[src/turf_pkg.sv]
package turf_pkg;

    ////////////////////////////////////////////////////////////
    // Widths
    ////////////////////////////////////////////////////////////

    localparam int WB_ADDR_BITS     = 28;
    localparam int WB_DATA_BITS     = 32;
    localparam int CRATE_ADDR_BITS  = 25;
    localparam int LINK_ID_BITS     = 2;
    localparam int NUM_LINKS        = 4;
    localparam int BRIDGE_KIND_BITS = 2;

    typedef logic [WB_ADDR_BITS-1:0]     wb_addr_t;
    typedef logic [WB_DATA_BITS-1:0]     wb_data_t;
    typedef logic [CRATE_ADDR_BITS-1:0]  crate_addr_t;
    typedef logic [LINK_ID_BITS-1:0]     link_id_t;
    typedef logic [NUM_LINKS-1:0]        link_mask_t;
    typedef logic [BRIDGE_KIND_BITS-1:0] bridge_kind_t;

    // Codes 2 and 3 are not implemented yet
    localparam bridge_kind_t BRIDGE_KIND_NONE   = 2'd0;
    localparam bridge_kind_t BRIDGE_KIND_AURORA = 2'd1;

    ////////////////////////////////////////////////////////////
    // Identity and version
    ////////////////////////////////////////////////////////////

    // ASCII "TURF"
    localparam wb_data_t    IDENT_WORD       = 32'h5455_5246;
    localparam logic [3:0]  VER_MAJOR        = 4'd0;
    localparam logic [3:0]  VER_MINOR        = 4'd4;
    localparam logic [7:0]  VER_REV          = 8'd0;
    localparam logic [15:0] FIRMWARE_DATE    = 16'h0000;
    localparam logic        REV_B            = 1'b0;
    localparam logic [15:0] FIRMWARE_VERSION = {VER_MAJOR, VER_MINOR, VER_REV};
    localparam wb_data_t    DATEVERSION      = {REV_B, FIRMWARE_DATE[14:0], FIRMWARE_VERSION};

    ////////////////////////////////////////////////////////////
    // Address map
    ////////////////////////////////////////////////////////////

    localparam int CRATE_SPACE_BIT = 27;
    localparam int IDCTL_ADDR_BITS = 14;

    typedef logic [IDCTL_ADDR_BITS-1:0] idctl_offset_t;

    localparam idctl_offset_t IDCTL_ID_OFFSET      = 'h0;
    localparam idctl_offset_t IDCTL_DATEVER_OFFSET = 'h4;
    localparam idctl_offset_t IDCTL_BTYPE_OFFSET   = 'h8;
    localparam idctl_offset_t IDCTL_BSTAT_OFFSET   = 'hC;

    ////////////////////////////////////////////////////////////
    // Bridge responses and command format
    ////////////////////////////////////////////////////////////

    localparam wb_data_t UNMAPPED_DATA       = 32'hDEAD_BEEF;
    localparam wb_data_t BRIDGE_NONE_DATA    = 32'hFFFF_FFFF;
    localparam wb_data_t BRIDGE_INVALID_DATA = 32'hBAD0_BAD0;
    localparam wb_data_t BRIDGE_TIMEOUT_DATA = 32'hBADD_AA7A;

    localparam int BRIDGE_TIMEOUT_CYCLES = 256;
    localparam int BRIDGE_TIMER_BITS     = $clog2(BRIDGE_TIMEOUT_CYCLES);

    typedef logic [BRIDGE_TIMER_BITS-1:0] bridge_timer_t;

    localparam bridge_timer_t BRIDGE_TIMER_LAST = bridge_timer_t'(BRIDGE_TIMEOUT_CYCLES - 1);

    // Write flag in the address word
    localparam int CMD_WRITE_BIT = 31;

    ////////////////////////////////////////////////////////////
    // Baud tick generators
    ////////////////////////////////////////////////////////////

    // HSK 16x clock, 82/1024 of ps_clk
    localparam int HSK_TICK_ADD  = 82;
    localparam int HSK_TICK_BITS = 10;
    // GPS 16x clock for 38400 baud
    localparam int GPS_TICK_ADD  = 25;
    localparam int GPS_TICK_BITS = 12;

    ////////////////////////////////////////////////////////////
    // Bus structs
    ////////////////////////////////////////////////////////////

    typedef struct packed {
        logic     cyc;
        logic     stb;
        logic     we;
        wb_addr_t adr;
        wb_data_t dat;
    } wb_req_t;

    typedef struct packed {
        logic     ack;
        wb_data_t dat;
    } wb_rsp_t;

    typedef struct packed {
        wb_data_t data;
        link_id_t dest;
        logic     last;
    } crate_cmd_t;

    typedef struct packed {
        wb_data_t data;
        link_id_t link;
    } crate_resp_t;

    typedef enum logic [2:0] {
        IDLE,
        SEND_ADDR,
        SEND_DATA,
        WAIT_RESP,
        DONE
    } bridge_state_t;

endpackage

[src/baud_tick_gen.sv]
module baud_tick_gen #(
    parameter int unsigned TICK_ADD  = 1,
    parameter int unsigned TICK_BITS = 8
) (
    input  logic ps_clk,
    input  logic rst_n_i,
    output logic tick_o
);

    logic [TICK_BITS-1:0] acc_q;
    logic [TICK_BITS:0]   sum;

    // Carry out of the low bits is the tick
    assign sum = {1'b0, acc_q} + (TICK_BITS + 1)'(TICK_ADD);

    always_ff @(posedge ps_clk) begin
        if (!rst_n_i) begin
            acc_q  <= '0;
            tick_o <= 1'b0;
        end else begin
            acc_q  <= sum[TICK_BITS-1:0];
            tick_o <= sum[TICK_BITS];
        end
    end

endmodule

[src/crate_bridge.sv]
module crate_bridge (
    input  logic                                             ps_clk,
    input  logic                                             rst_n_i,
    input  turf_pkg::wb_req_t                                wb_req_i,
    output turf_pkg::wb_rsp_t                                wb_rsp_o,
    input  turf_pkg::bridge_kind_t [turf_pkg::NUM_LINKS-1:0] bridge_type_i,
    input  turf_pkg::link_mask_t                             aurora_up_i,
    output turf_pkg::crate_cmd_t                             cmd_o,
    output logic                                             cmd_valid_o,
    input  logic                                             cmd_ready_i,
    input  turf_pkg::crate_resp_t                            resp_i,
    input  logic                                             resp_valid_i,
    output logic                                             resp_ready_o,
    output turf_pkg::link_mask_t                             timeout_o,
    output turf_pkg::link_mask_t                             invalid_o
);
    import turf_pkg::*;

    bridge_state_t state_q;
    bridge_timer_t timer_q;
    link_mask_t    timeout_q;
    link_mask_t    invalid_q;

    // Latched access
    link_id_t    link_q;
    crate_addr_t remote_q;
    logic        we_q;
    wb_data_t    wdata_q;
    wb_data_t    rdata_q;

    link_id_t     req_link;
    crate_addr_t  req_remote;
    bridge_kind_t req_kind;
    logic         start;
    logic         kind_none;
    logic         kind_up;
    logic         active;
    logic         cmd_xfer;
    logic         resp_hit;
    logic         timeout_hit;
    wb_data_t     addr_word;

    assign req_link   = wb_req_i.adr[CRATE_ADDR_BITS +: LINK_ID_BITS];
    assign req_remote = wb_req_i.adr[CRATE_ADDR_BITS-1:0];
    assign req_kind   = bridge_type_i[req_link];
    assign start      = (state_q == IDLE) & wb_req_i.cyc & wb_req_i.stb;

    // Link validity from type and link status
    assign kind_none = (req_kind == BRIDGE_KIND_NONE);
    assign kind_up   = (req_kind == BRIDGE_KIND_AURORA) & aurora_up_i[req_link];

    assign active   = (state_q == SEND_ADDR) | (state_q == SEND_DATA) | (state_q == WAIT_RESP);
    assign cmd_xfer = cmd_valid_o & cmd_ready_i;

    // Other links' responses are dropped
    assign resp_hit    = (state_q == WAIT_RESP) & resp_valid_i & (resp_i.link == link_q);
    assign timeout_hit = active & (timer_q == BRIDGE_TIMER_LAST) & ~resp_hit;

    ////////////////////////////////////////////////////////////
    // Access FSM
    ////////////////////////////////////////////////////////////

    always_ff @(posedge ps_clk) begin
        if (!rst_n_i) begin
            state_q   <= IDLE;
            timer_q   <= '0;
            timeout_q <= '0;
            invalid_q <= '0;
        end else begin
            timer_q   <= active ? timer_q + 1'b1 : '0;
            timeout_q <= timeout_hit ? link_mask_t'(1) << link_q : '0;
            invalid_q <= (start & ~kind_none & ~kind_up) ? link_mask_t'(1) << req_link : '0;
            case (state_q)
                IDLE: begin
                    if (start) begin
                        state_q <= kind_up ? SEND_ADDR : DONE;
                    end
                end
                SEND_ADDR: begin
                    if (timeout_hit) begin
                        state_q <= DONE;
                    end else if (cmd_xfer) begin
                        state_q <= we_q ? SEND_DATA : WAIT_RESP;
                    end
                end
                SEND_DATA: begin
                    if (timeout_hit) begin
                        state_q <= DONE;
                    end else if (cmd_xfer) begin
                        state_q <= WAIT_RESP;
                    end
                end
                WAIT_RESP: begin
                    if (resp_hit || timeout_hit) begin
                        state_q <= DONE;
                    end
                end
                DONE: state_q <= IDLE;
                default: state_q <= IDLE;
            endcase
        end
    end

    always_ff @(posedge ps_clk) begin
        if (start) begin
            link_q   <= req_link;
            remote_q <= req_remote;
            we_q     <= wb_req_i.we;
            wdata_q  <= wb_req_i.dat;
            rdata_q  <= kind_none ? BRIDGE_NONE_DATA : BRIDGE_INVALID_DATA;
        end else if (resp_hit) begin
            rdata_q <= resp_i.data;
        end else if (timeout_hit) begin
            rdata_q <= BRIDGE_TIMEOUT_DATA;
        end
    end

    ////////////////////////////////////////////////////////////
    // Command stream
    ////////////////////////////////////////////////////////////

    always_comb begin
        addr_word                = wb_data_t'(remote_q);
        addr_word[CMD_WRITE_BIT] = we_q;
        cmd_o.data = (state_q == SEND_DATA) ? wdata_q : addr_word;
        cmd_o.dest = link_q;
        // Reads end on the address word
        cmd_o.last = (state_q == SEND_DATA) | ~we_q;
    end

    assign cmd_valid_o  = (state_q == SEND_ADDR) | (state_q == SEND_DATA);
    assign resp_ready_o = 1'b1;

    assign wb_rsp_o  = '{ack: (state_q == DONE), dat: rdata_q};
    assign timeout_o = timeout_q;
    assign invalid_o = invalid_q;

endmodule

[src/turf_id_ctrl.sv]
module turf_id_ctrl (
    input  logic                                             ps_clk,
    input  logic                                             rst_n_i,
    input  turf_pkg::wb_req_t                                wb_req_i,
    output turf_pkg::wb_rsp_t                                wb_rsp_o,
    output turf_pkg::bridge_kind_t [turf_pkg::NUM_LINKS-1:0] bridge_type_o,
    input  turf_pkg::link_mask_t                             timeout_i,
    input  turf_pkg::link_mask_t                             invalid_i
);
    import turf_pkg::*;

    logic                         ack_q;
    wb_data_t                     dat_q;
    bridge_kind_t [NUM_LINKS-1:0] bridge_type_q;
    link_mask_t                   invalid_q;
    link_mask_t                   timeout_q;

    idctl_offset_t offset;
    logic          access;
    logic          wr_type;
    logic          wr_status;
    link_mask_t    clr_invalid;
    link_mask_t    clr_timeout;
    wb_data_t      rd_data;

    // Strobe stays up through the ack cycle
    assign access    = wb_req_i.cyc & wb_req_i.stb & ~ack_q;
    assign offset    = wb_req_i.adr[IDCTL_ADDR_BITS-1:0];
    assign wr_type   = access & wb_req_i.we & (offset == IDCTL_BTYPE_OFFSET);
    assign wr_status = access & wb_req_i.we & (offset == IDCTL_BSTAT_OFFSET);

    // Write one to clear
    assign clr_invalid = wr_status ? wb_req_i.dat[NUM_LINKS-1:0] : '0;
    assign clr_timeout = wr_status ? wb_req_i.dat[2*NUM_LINKS-1:NUM_LINKS] : '0;

    always_comb begin
        case (offset)
            IDCTL_ID_OFFSET:      rd_data = IDENT_WORD;
            IDCTL_DATEVER_OFFSET: rd_data = DATEVERSION;
            IDCTL_BTYPE_OFFSET:   rd_data = wb_data_t'(bridge_type_q);
            IDCTL_BSTAT_OFFSET:   rd_data = wb_data_t'({timeout_q, invalid_q});
            default:              rd_data = '0;
        endcase
    end

    ////////////////////////////////////////////////////////////
    // Control and status registers
    ////////////////////////////////////////////////////////////

    always_ff @(posedge ps_clk) begin
        if (!rst_n_i) begin
            ack_q         <= 1'b0;
            bridge_type_q <= '0;
            invalid_q     <= '0;
            timeout_q     <= '0;
        end else begin
            ack_q <= access;
            if (wr_type) begin
                bridge_type_q <= wb_req_i.dat[NUM_LINKS*BRIDGE_KIND_BITS-1:0];
            end
            // New event beats the clear
            invalid_q <= (invalid_q & ~clr_invalid) | invalid_i;
            timeout_q <= (timeout_q & ~clr_timeout) | timeout_i;
        end
    end

    always_ff @(posedge ps_clk) begin
        if (access) begin
            dat_q <= rd_data;
        end
    end

    assign wb_rsp_o      = '{ack: ack_q, dat: dat_q};
    assign bridge_type_o = bridge_type_q;

endmodule

[src/turf_intercon.sv]
module turf_intercon (
    input  logic              ps_clk,
    input  logic              rst_n_i,
    input  turf_pkg::wb_req_t wb_req_i,
    output turf_pkg::wb_rsp_t wb_rsp_o,
    output turf_pkg::wb_req_t idctl_req_o,
    input  turf_pkg::wb_rsp_t idctl_rsp_i,
    output turf_pkg::wb_req_t crate_req_o,
    input  turf_pkg::wb_rsp_t crate_rsp_i
);
    import turf_pkg::*;

    wb_req_t req_q;
    logic    busy_q;
    logic    unm_ack_q;
    logic    accept;
    logic    sel_crate;
    logic    sel_idctl;
    logic    sel_unmapped;

    // One access in flight, new one only when idle
    assign accept = wb_req_i.cyc & wb_req_i.stb & ~busy_q;

    always_ff @(posedge ps_clk) begin
        if (!rst_n_i) begin
            busy_q <= 1'b0;
        end else if (wb_rsp_o.ack) begin
            busy_q <= 1'b0;
        end else if (accept) begin
            busy_q <= 1'b1;
        end
    end

    always_ff @(posedge ps_clk) begin
        if (accept) begin
            req_q <= wb_req_i;
        end
    end

    // Address decode on the registered request
    assign sel_crate    = req_q.adr[CRATE_SPACE_BIT];
    assign sel_idctl    = (req_q.adr[WB_ADDR_BITS-1:IDCTL_ADDR_BITS] == '0);
    assign sel_unmapped = ~sel_crate & ~sel_idctl;

    always_comb begin
        idctl_req_o     = req_q;
        idctl_req_o.cyc = busy_q & sel_idctl;
        idctl_req_o.stb = busy_q & sel_idctl;
        crate_req_o     = req_q;
        crate_req_o.cyc = busy_q & sel_crate;
        crate_req_o.stb = busy_q & sel_crate;
    end

    // Unmapped space answers here
    always_ff @(posedge ps_clk) begin
        if (!rst_n_i) begin
            unm_ack_q <= 1'b0;
        end else begin
            unm_ack_q <= busy_q & sel_unmapped & ~unm_ack_q;
        end
    end

    always_comb begin
        wb_rsp_o.ack = idctl_rsp_i.ack | crate_rsp_i.ack | unm_ack_q;
        wb_rsp_o.dat = ({WB_DATA_BITS{idctl_rsp_i.ack}} & idctl_rsp_i.dat)
                     | ({WB_DATA_BITS{crate_rsp_i.ack}} & crate_rsp_i.dat)
                     | ({WB_DATA_BITS{unm_ack_q}} & UNMAPPED_DATA);
    end

endmodule

[src/turf_regs_top.sv]
module turf_regs_top (
    input  logic                  ps_clk,
    input  logic                  rst_n_i,
    input  turf_pkg::wb_req_t     wb_req_i,
    output turf_pkg::wb_rsp_t     wb_rsp_o,
    input  turf_pkg::link_mask_t  aurora_up_i,
    output turf_pkg::crate_cmd_t  cmd_o,
    output logic                  cmd_valid_o,
    input  logic                  cmd_ready_i,
    input  turf_pkg::crate_resp_t resp_i,
    input  logic                  resp_valid_i,
    output logic                  resp_ready_o,
    output logic                  hsk_tick_o,
    output logic                  gps_tick_o
);
    import turf_pkg::*;

    wb_req_t                      idctl_req;
    wb_rsp_t                      idctl_rsp;
    wb_req_t                      crate_req;
    wb_rsp_t                      crate_rsp;
    bridge_kind_t [NUM_LINKS-1:0] bridge_type;
    link_mask_t                   bridge_timeout;
    link_mask_t                   bridge_invalid;

    ////////////////////////////////////////////////////////////
    // Register interconnect and slaves
    ////////////////////////////////////////////////////////////

    turf_intercon u_intercon (
        .ps_clk      (ps_clk),
        .rst_n_i     (rst_n_i),
        .wb_req_i    (wb_req_i),
        .wb_rsp_o    (wb_rsp_o),
        .idctl_req_o (idctl_req),
        .idctl_rsp_i (idctl_rsp),
        .crate_req_o (crate_req),
        .crate_rsp_i (crate_rsp)
    );

    turf_id_ctrl u_idctrl (
        .ps_clk        (ps_clk),
        .rst_n_i       (rst_n_i),
        .wb_req_i      (idctl_req),
        .wb_rsp_o      (idctl_rsp),
        .bridge_type_o (bridge_type),
        .timeout_i     (bridge_timeout),
        .invalid_i     (bridge_invalid)
    );

    crate_bridge u_bridge (
        .ps_clk        (ps_clk),
        .rst_n_i       (rst_n_i),
        .wb_req_i      (crate_req),
        .wb_rsp_o      (crate_rsp),
        .bridge_type_i (bridge_type),
        .aurora_up_i   (aurora_up_i),
        .cmd_o         (cmd_o),
        .cmd_valid_o   (cmd_valid_o),
        .cmd_ready_i   (cmd_ready_i),
        .resp_i        (resp_i),
        .resp_valid_i  (resp_valid_i),
        .resp_ready_o  (resp_ready_o),
        .timeout_o     (bridge_timeout),
        .invalid_o     (bridge_invalid)
    );

    ////////////////////////////////////////////////////////////
    // UART 16x ticks
    ////////////////////////////////////////////////////////////

    baud_tick_gen #(
        .TICK_ADD  (HSK_TICK_ADD),
        .TICK_BITS (HSK_TICK_BITS)
    ) u_hsk_tick (
        .ps_clk  (ps_clk),
        .rst_n_i (rst_n_i),
        .tick_o  (hsk_tick_o)
    );

    baud_tick_gen #(
        .TICK_ADD  (GPS_TICK_ADD),
        .TICK_BITS (GPS_TICK_BITS)
    ) u_gps_tick (
        .ps_clk  (ps_clk),
        .rst_n_i (rst_n_i),
        .tick_o  (gps_tick_o)
    );

endmodule
[config.mk]
export PLATFORM = sky130hd
export DESIGN_NAME = turf_regs_top
export DESIGN_NICKNAME = d
export VERILOG_FILES = /design/src/turf_pkg.sv /design/src/baud_tick_gen.sv /design/src/crate_bridge.sv /design/src/turf_id_ctrl.sv /design/src/turf_intercon.sv /design/src/turf_regs_top.sv
export SDC_FILE = /design/constraint.sdc
export NUM_CORES = 1
export LEC_CHECK = 0
export ABC_AREA = 1
export BUFFER_PORTS_ARGS = -buffer_cell sky130_fd_sc_hd__buf_4
export CAP_MARGIN = 20
export CORE_ASPECT_RATIO = 0.8
export CORE_MARGIN = 8
export CORE_UTILIZATION = 45
export CTS_CLUSTER_SIZE = 12
export DETAILED_ROUTE_END_ITERATION = 10
export GPL_TIMING_DRIVEN = 0
export PLACE_DENSITY = 0.67
export SKIP_LAST_GASP = 1
export SYNTH_ARGS = -nofsm -noshare
export SYNTH_HDL_FRONTEND = slang
export SYNTH_SLANG_ARGS = --single-unit
[constraint.sdc]
create_clock -name ps_clk -period 9.5 [get_ports ps_clk]
set_input_delay 0 -clock ps_clk [delete_from_list [all_inputs] [get_ports ps_clk]]
set_output_delay 0 -clock ps_clk [all_outputs]
set_load 0.03 [all_outputs]
==> results of run 1 <==
## report_power, final
group	internal [uW]	switching, uW	leakage, uW	total [uW]
Clock	531	356	0.000373	887
Combinational	280	533	0.00289	813
Sequential	1120	32.5	0.00191	1150
## final timing paths
| kind | from | to | slack [ns] | cells after the start |
|---|---|---|---|---|
| worst max-delay path | u_bridge.link_q[0] | u_bridge.rdata_q[16] | 7.14 | 7 |
| worst min register to register | u_intercon.crate_req_o[29] | u_bridge.wdata_q[29] | 0.42 | 0 |
| worst min-delay path | wb_req_i[62] | u_intercon.crate_req_o[59] | 0.05 | 3 |
| worst max register to register | u_bridge.link_q[0] | u_bridge.rdata_q[16] | 7.14 | 7 |
## cells in the final DEF, fill, tap and decap left out, drive strengths merged, types with 15 or more instances in the layout
cell type / n
or2: 17
inv: 74
clkbuf: 48
dfxtp: 61
a21oi: 46
nand2: 223
dlygate4sd3: 97
nor2: 96
nand3: 62
buf: 200
o21ai: 16
edfxtp: 163
nor3: 15
## flip-flops by register name, indices dropped and copies added, names as in the netlist, 4 cells and up
| name | cells |
|---|---|
| u_hsk_tick.acc_q | 9 |
| u_gps_tick.acc_q | 12 |
| u_idctrl.dat_q | 10 |
| u_bridge.remote_q | 25 |
| u_bridge.wdata_q | 32 |
| u_bridge.timer_q | 8 |
| u_idctrl.timeout_q | 4 |
| u_bridge.timeout_o | 4 |
| u_idctrl.bridge_type_o | 8 |
| u_intercon.crate_req_o | 61 |
| u_bridge.rdata_q | 32 |
| u_idctrl.invalid_q | 4 |
| u_bridge.invalid_o | 4 |
## final cells by class
cell class | instances | area (sq um)
multi-input cells | 497 | 2410
clock buffers | 41 | 746
plain buffers | 25 | 136
clock inverters | 3 | 15.0
flip-flops and latches | 224 | 6120
inverters | 74 | 278
well taps | 264 | 330
diodes | 1 | 2.50
fillers | 1543 | 7200
repair buffers | 279 | 2390
## through the flow
step           setup WS (ns)  hold WS, ns  utilization  power, uW
2_1_floorplan           5.44       0.0989            -       1650
3_3_place_gp            3.95        0.179        0.539       1940
3_5_place_dp            7.11        0.179        0.545       1960
4_1_cts                 7.11       0.0470        0.633       2880
5_1_grt                 6.94       0.0627        0.633       2990
6_report                7.14       0.0549        0.633       2850
## critical path: stages, from the launching register on
cell and delay (ns):
edfxtp_1 0.46, inv_1 0.16, nand2_1 0.07, nand2_1 0.06
nor2_1 0.04, nand2_2 0.13, buf_2 0.25, nand3_2 0.67
## routing by layer
metal  wire, um  up-vias  part of all wire  global-route usage
met3       1170       41             0.054              0.0379
met4        523        0             0.024              0.0516
met2      10200      160              0.47               0.285
met5          0        -                 0                   0
li1           -     3360                 -                   -
met1       9770     3073              0.45               0.230
## cell families (layout without fill, tap and decap cells)
group | Yosys count | after routing | share of synthesized area
AND/OR/NAND/NOR | 423 | 423 | 0.221
other | 1 | 2 | 0.000420
flip-flops | 224 | 224 | 0.685
AO/OA/AOI/OAI | 70 | 70 | 0.0426
adder cells (fa/ha/maj) | 3 | 3 | 0.00421
buffers and inverters | 99 | 422 | 0.0464
==> results_dict.tcl, run 1 <==
set metrics [dict create \
    cts.htree.levels 1 \
    final-hold-violation-count 0 \
    placedCellCount 1266 \
    track_usage 0.174 \
    worst_slew_pin_slew_ns 0.820 \
    ioPinCount 177 \
    ys_types 40 \
    grt_pass1_vias 6741 \
    clock_skew_ns 0.0108 \
    final_area_sq_um 12400 \
    synthCells 820 \
    power_leakage_uw 0.00518 \
    setup_violations 0 \
    die_h_um 142 \
    drt_pass1_iterations 5 \
    fp.dieW_um 173 \
    synth-edff-count 163 \
    power.density_nw_per_um2 229 \
    drtIter0Drc 405 \
    min_path_type "input port to register" \
    synth_seq_area_share 0.685 \
    yosysTopAreaCell "edfxtp_1" \
    synth.avg_cell_area_sq_um 10.9 \
    vdd_drop_max_uv 136 \
    period_needed_ns 2.36 \
    yosys_warnings 0 \
    place.gp.congestion 0.794 \
    initial_core_util 0.455 \
    place_area_sq_um 10700 \
    ctsLongestPathBuffers 3 \
    arrival_ns 2.36 \
    route.detailed.drc 0 \
    stdcell_count 1408 \
    die_area_sq_um 24600 \
    synth.most_common_cell "nand2_1" \
    maxCapViolCount 0 \
    ant_nets 0 \
    maxSlewHeadroom 0.453 \
    drv_slew 0 \
    overflow 0 \
    ys_top_cells_by_area "edfxtp_1, dfxtp_1, nand2_1" \
    worst-path-max-fanout 32 \
    cts_tree "done" \
    routed_wl_um 21600 \
    start_kind "register" \
    min_period_over_period 0.248 \
    viasPerCell 4.71 \
    antenna_found_initial 0 \
    portBuffers 175 \
    root_buffer "clkbuf_16" \
    synth_top_area_share 0.548 \
    std_cell_rows 46 \
    cts_buffers 24 \
    cts_setup_buffers 0 \
    hold_buffers 97 \
    rsz0062_at_grt "false" \
    max_freq_ghz 0.424 \
    nets 1233 \
    grt_pass1_wl_um 34600 \
    cts_resized 0 \
    clk_pin_slew_ns 0.06 \
    critPathCaptureType "register" \
    dr_total_vias 6634 \
    cp_data_required_time_ns 9.50 \
    synth_nets 928 \
    status "finished, final reports clean" \
    wl_per_cell_um 15.4 \
    synthArstFlopShare 0 \
    worst_skew_pair.late_latency_ns 0.50 \
    grt_max_degree 33 \
    area.growth.synth_to_final_pct 39.2 \
    post_route_cells_drive_above_1_share 0.250 \
    clock-sinks 224 \
    synth_commonest_cells "nand2_1, edfxtp_1, nor2_1" \
    fin_setup_tns_ns 0 \
    synth_seq_cells 224 \
    synthesis.area_sq_um 8930 \
    dpl.hpwl_um 15100 \
    synth_ff_type "edfxtp_1" \
    core_area_sq_um 19600 \
    worstSetupPathType "register to register" \
]
Note: power is estimated with default switching activity, not from simulation.
==> run 2, diff against run 1 <==
clock period = 2.41 ns   (was 9.5 ns; I/O delays follow)
==> results_dict.tcl, run 2 (synthesis gave the netlist of run 1 again) <==
set metrics [dict create \
    combPwrFrac 0.287 \
    dr_total_vias 6676 \
    grt_pass1_vias 6719 \
    period_needed_ns 2.23 \
    start_kind "register" \
    maxSlewHeadroom 0.522 \
    clock_skew_ns 0.00661 \
    rrSetupSlack_ns 0.37 \
    layout_common_cells "nand2_1, buf_4, edfxtp_1, dlygate4sd3_1, nor2_1" \
    r2r-start "u_bridge.link_q[0]" \
    routed_wl_um 21900 \
    die_area_sq_um 24600 \
    final_common_cell "nand2_1" \
    hold_buffers 97 \
    max_freq_ghz 0.449 \
    antenna_found_initial 0 \
    setup_violations 0 \
    die_h_um 142 \
    worst_hold_path.endpoint "u_bridge.rdata_q[31]" \
    swShare 0.328 \
    nets 1234 \
    arrival_ns 2.23 \
    min_path_type "input port to register" \
    drt_pass1_iterations 5 \
    internal_power_uw 7560 \
    post_route_cells_drive_above_1_share 0.254 \
    viasPerCell 4.74 \
    status "finished, final reports clean" \
    ioPinCount 177 \
    p_clk_frac 0.310 \
    min_period_over_period 0.924 \
    power_leakage_uw 0.00519 \
    rsz0062_at_grt "false" \
    drtIter0Drc 449 \
    worst_slew_pin_slew_ns 0.716 \
    place_area_sq_um 10700 \
    diodes 0 \
    power_frac_seq 0.403 \
    route.detailed.drc 0 \
    dpl.hpwl_um 15000 \
    cts_tree "done" \
    hold_depth 5 \
    core_area_sq_um 19600 \
    grt_max_degree 33 \
    clk_pin_slew_ns 0.06 \
    ctsLongestPathBuffers 3 \
    power.density_nw_per_um2 905 \
    worst_skew_pair.late_latency_ns 0.51 \
    final-hold-violation-count 0 \
    cts.htree.levels 1 \
    reg2reg_to "u_bridge.rdata_q[22]" \
    root_buffer "clkbuf_16" \
    track_usage 0.175 \
    wl_per_cell_um 15.5 \
    maxCapViolCount 0 \
    final_area_sq_um 12400 \
    fp.dieW_um 173 \
    portBuffers 175 \
    worstSetupPathType "register to output port" \
    critPathCaptureType "output port" \
    cts_setup_buffers 0 \
    std_cell_rows 46 \
    place.gp.congestion 0.814 \
    cp_data_required_time_ns 2.41 \
    drv_slew 0 \
    cts_buffers 25 \
    largest_reg_flops 61 \
    ff2ff_path_depth 7 \
    holdWs_ns 0.0596 \
    ant_nets 0 \
    worst-path-max-fanout 10 \
    overflow 0 \
    grt_pass1_wl_um 34500 \
    initial_core_util 0.455 \
    p_sw_uw 3690 \
    power_uw 11300 \
    vdd_drop_max_uv 488 \
    cts_resized 0 \
    worstHoldStart "resp_valid_i" \
    clock-sinks 224 \
    area.growth.synth_to_final_pct 39.4 \
]
## run 2: changes by cell type in the layout (fill, tap and decap cells not counted), moves of 2 or more
cell      previous run  this run
clkbuf_8             6         4
clkinv_2             1         5
dfxtp_1             61        59
dfxtp_2              0         2
## run 2: worst max-delay path by stage
stage / startpoint / end / cells past startpoint
2_1_floorplan: u_bridge.state_q[0] / u_bridge.rdata_q[0] / 5
3_3_place_gp: u_bridge.state_q[0] / u_bridge.rdata_q[2] / 5
3_5_place_dp: u_bridge.link_q[0] / u_bridge.rdata_q[6] / 7
4_1_cts: u_bridge.state_q[2] / cmd_o[18] / 6
5_1_grt: u_bridge.state_q[2] / cmd_o[23] / 6
6_report: u_bridge.state_q[2] / cmd_o[23] / 6
## run 2: power by group through the flow
stage          combinational, uW  sequential [uW]  clock [uW]
2_1_floorplan               1900             4600           0
3_3_place_gp                3030             4620           0
3_5_place_dp                3100             4620           0
4_1_cts                     3240             4540        3560
5_1_grt                     3510             4560        3720
6_report                    3230             4540        3490
## run 2: metal layers
layer  share of wire  up-vias  global-route usage  routed length, um
met5               0        -                   0                  0
li1                -     3356                   -                  -
met2            0.47      169               0.290              10400
met1            0.44     3116               0.229               9700
met3           0.056       35              0.0339               1230
met4           0.026        0              0.0598                578
## run 2: final cells by class
| class | count | area [sq um] |
|---|---|---|
| multi-input cells | 497 | 2420 |
| inverters | 74 | 278 |
| flip-flops and latches | 224 | 6120 |
| clock buffers | 38 | 714 |
| well taps | 264 | 330 |
| repair buffers | 279 | 2400 |
| plain buffers | 25 | 136 |
| clock inverters | 8 | 46.3 |
| fillers | 1546 | 7190 |
## run 2: critical path: stages (launching register included)
cell and delay (ns):
dfxtp_1 0.51, inv_2 0.10, nand3_2 0.22, buf_1 0.48, nand2_1 0.11, nand2_1 0.11, buf_4 0.17
## run 2: metrics by stage
| step | TNS [ns] | util | worst slack [ns] | instances |
|---|---|---|---|---|
| after global placement | -289.08 | 0.540 | -3.02 | 1259 |
| after global routing | 0 | 0.634 | 0.0626 | 1409 |
| after CTS | 0 | 0.634 | 0.141 | 1409 |
| after detailed placement | 0 | 0.546 | 0.378 | 1266 |
| final | 0 | 0.634 | 0.182 | 1409 |
| after floorplan | -100.75 | - | -1.29 | 820 |
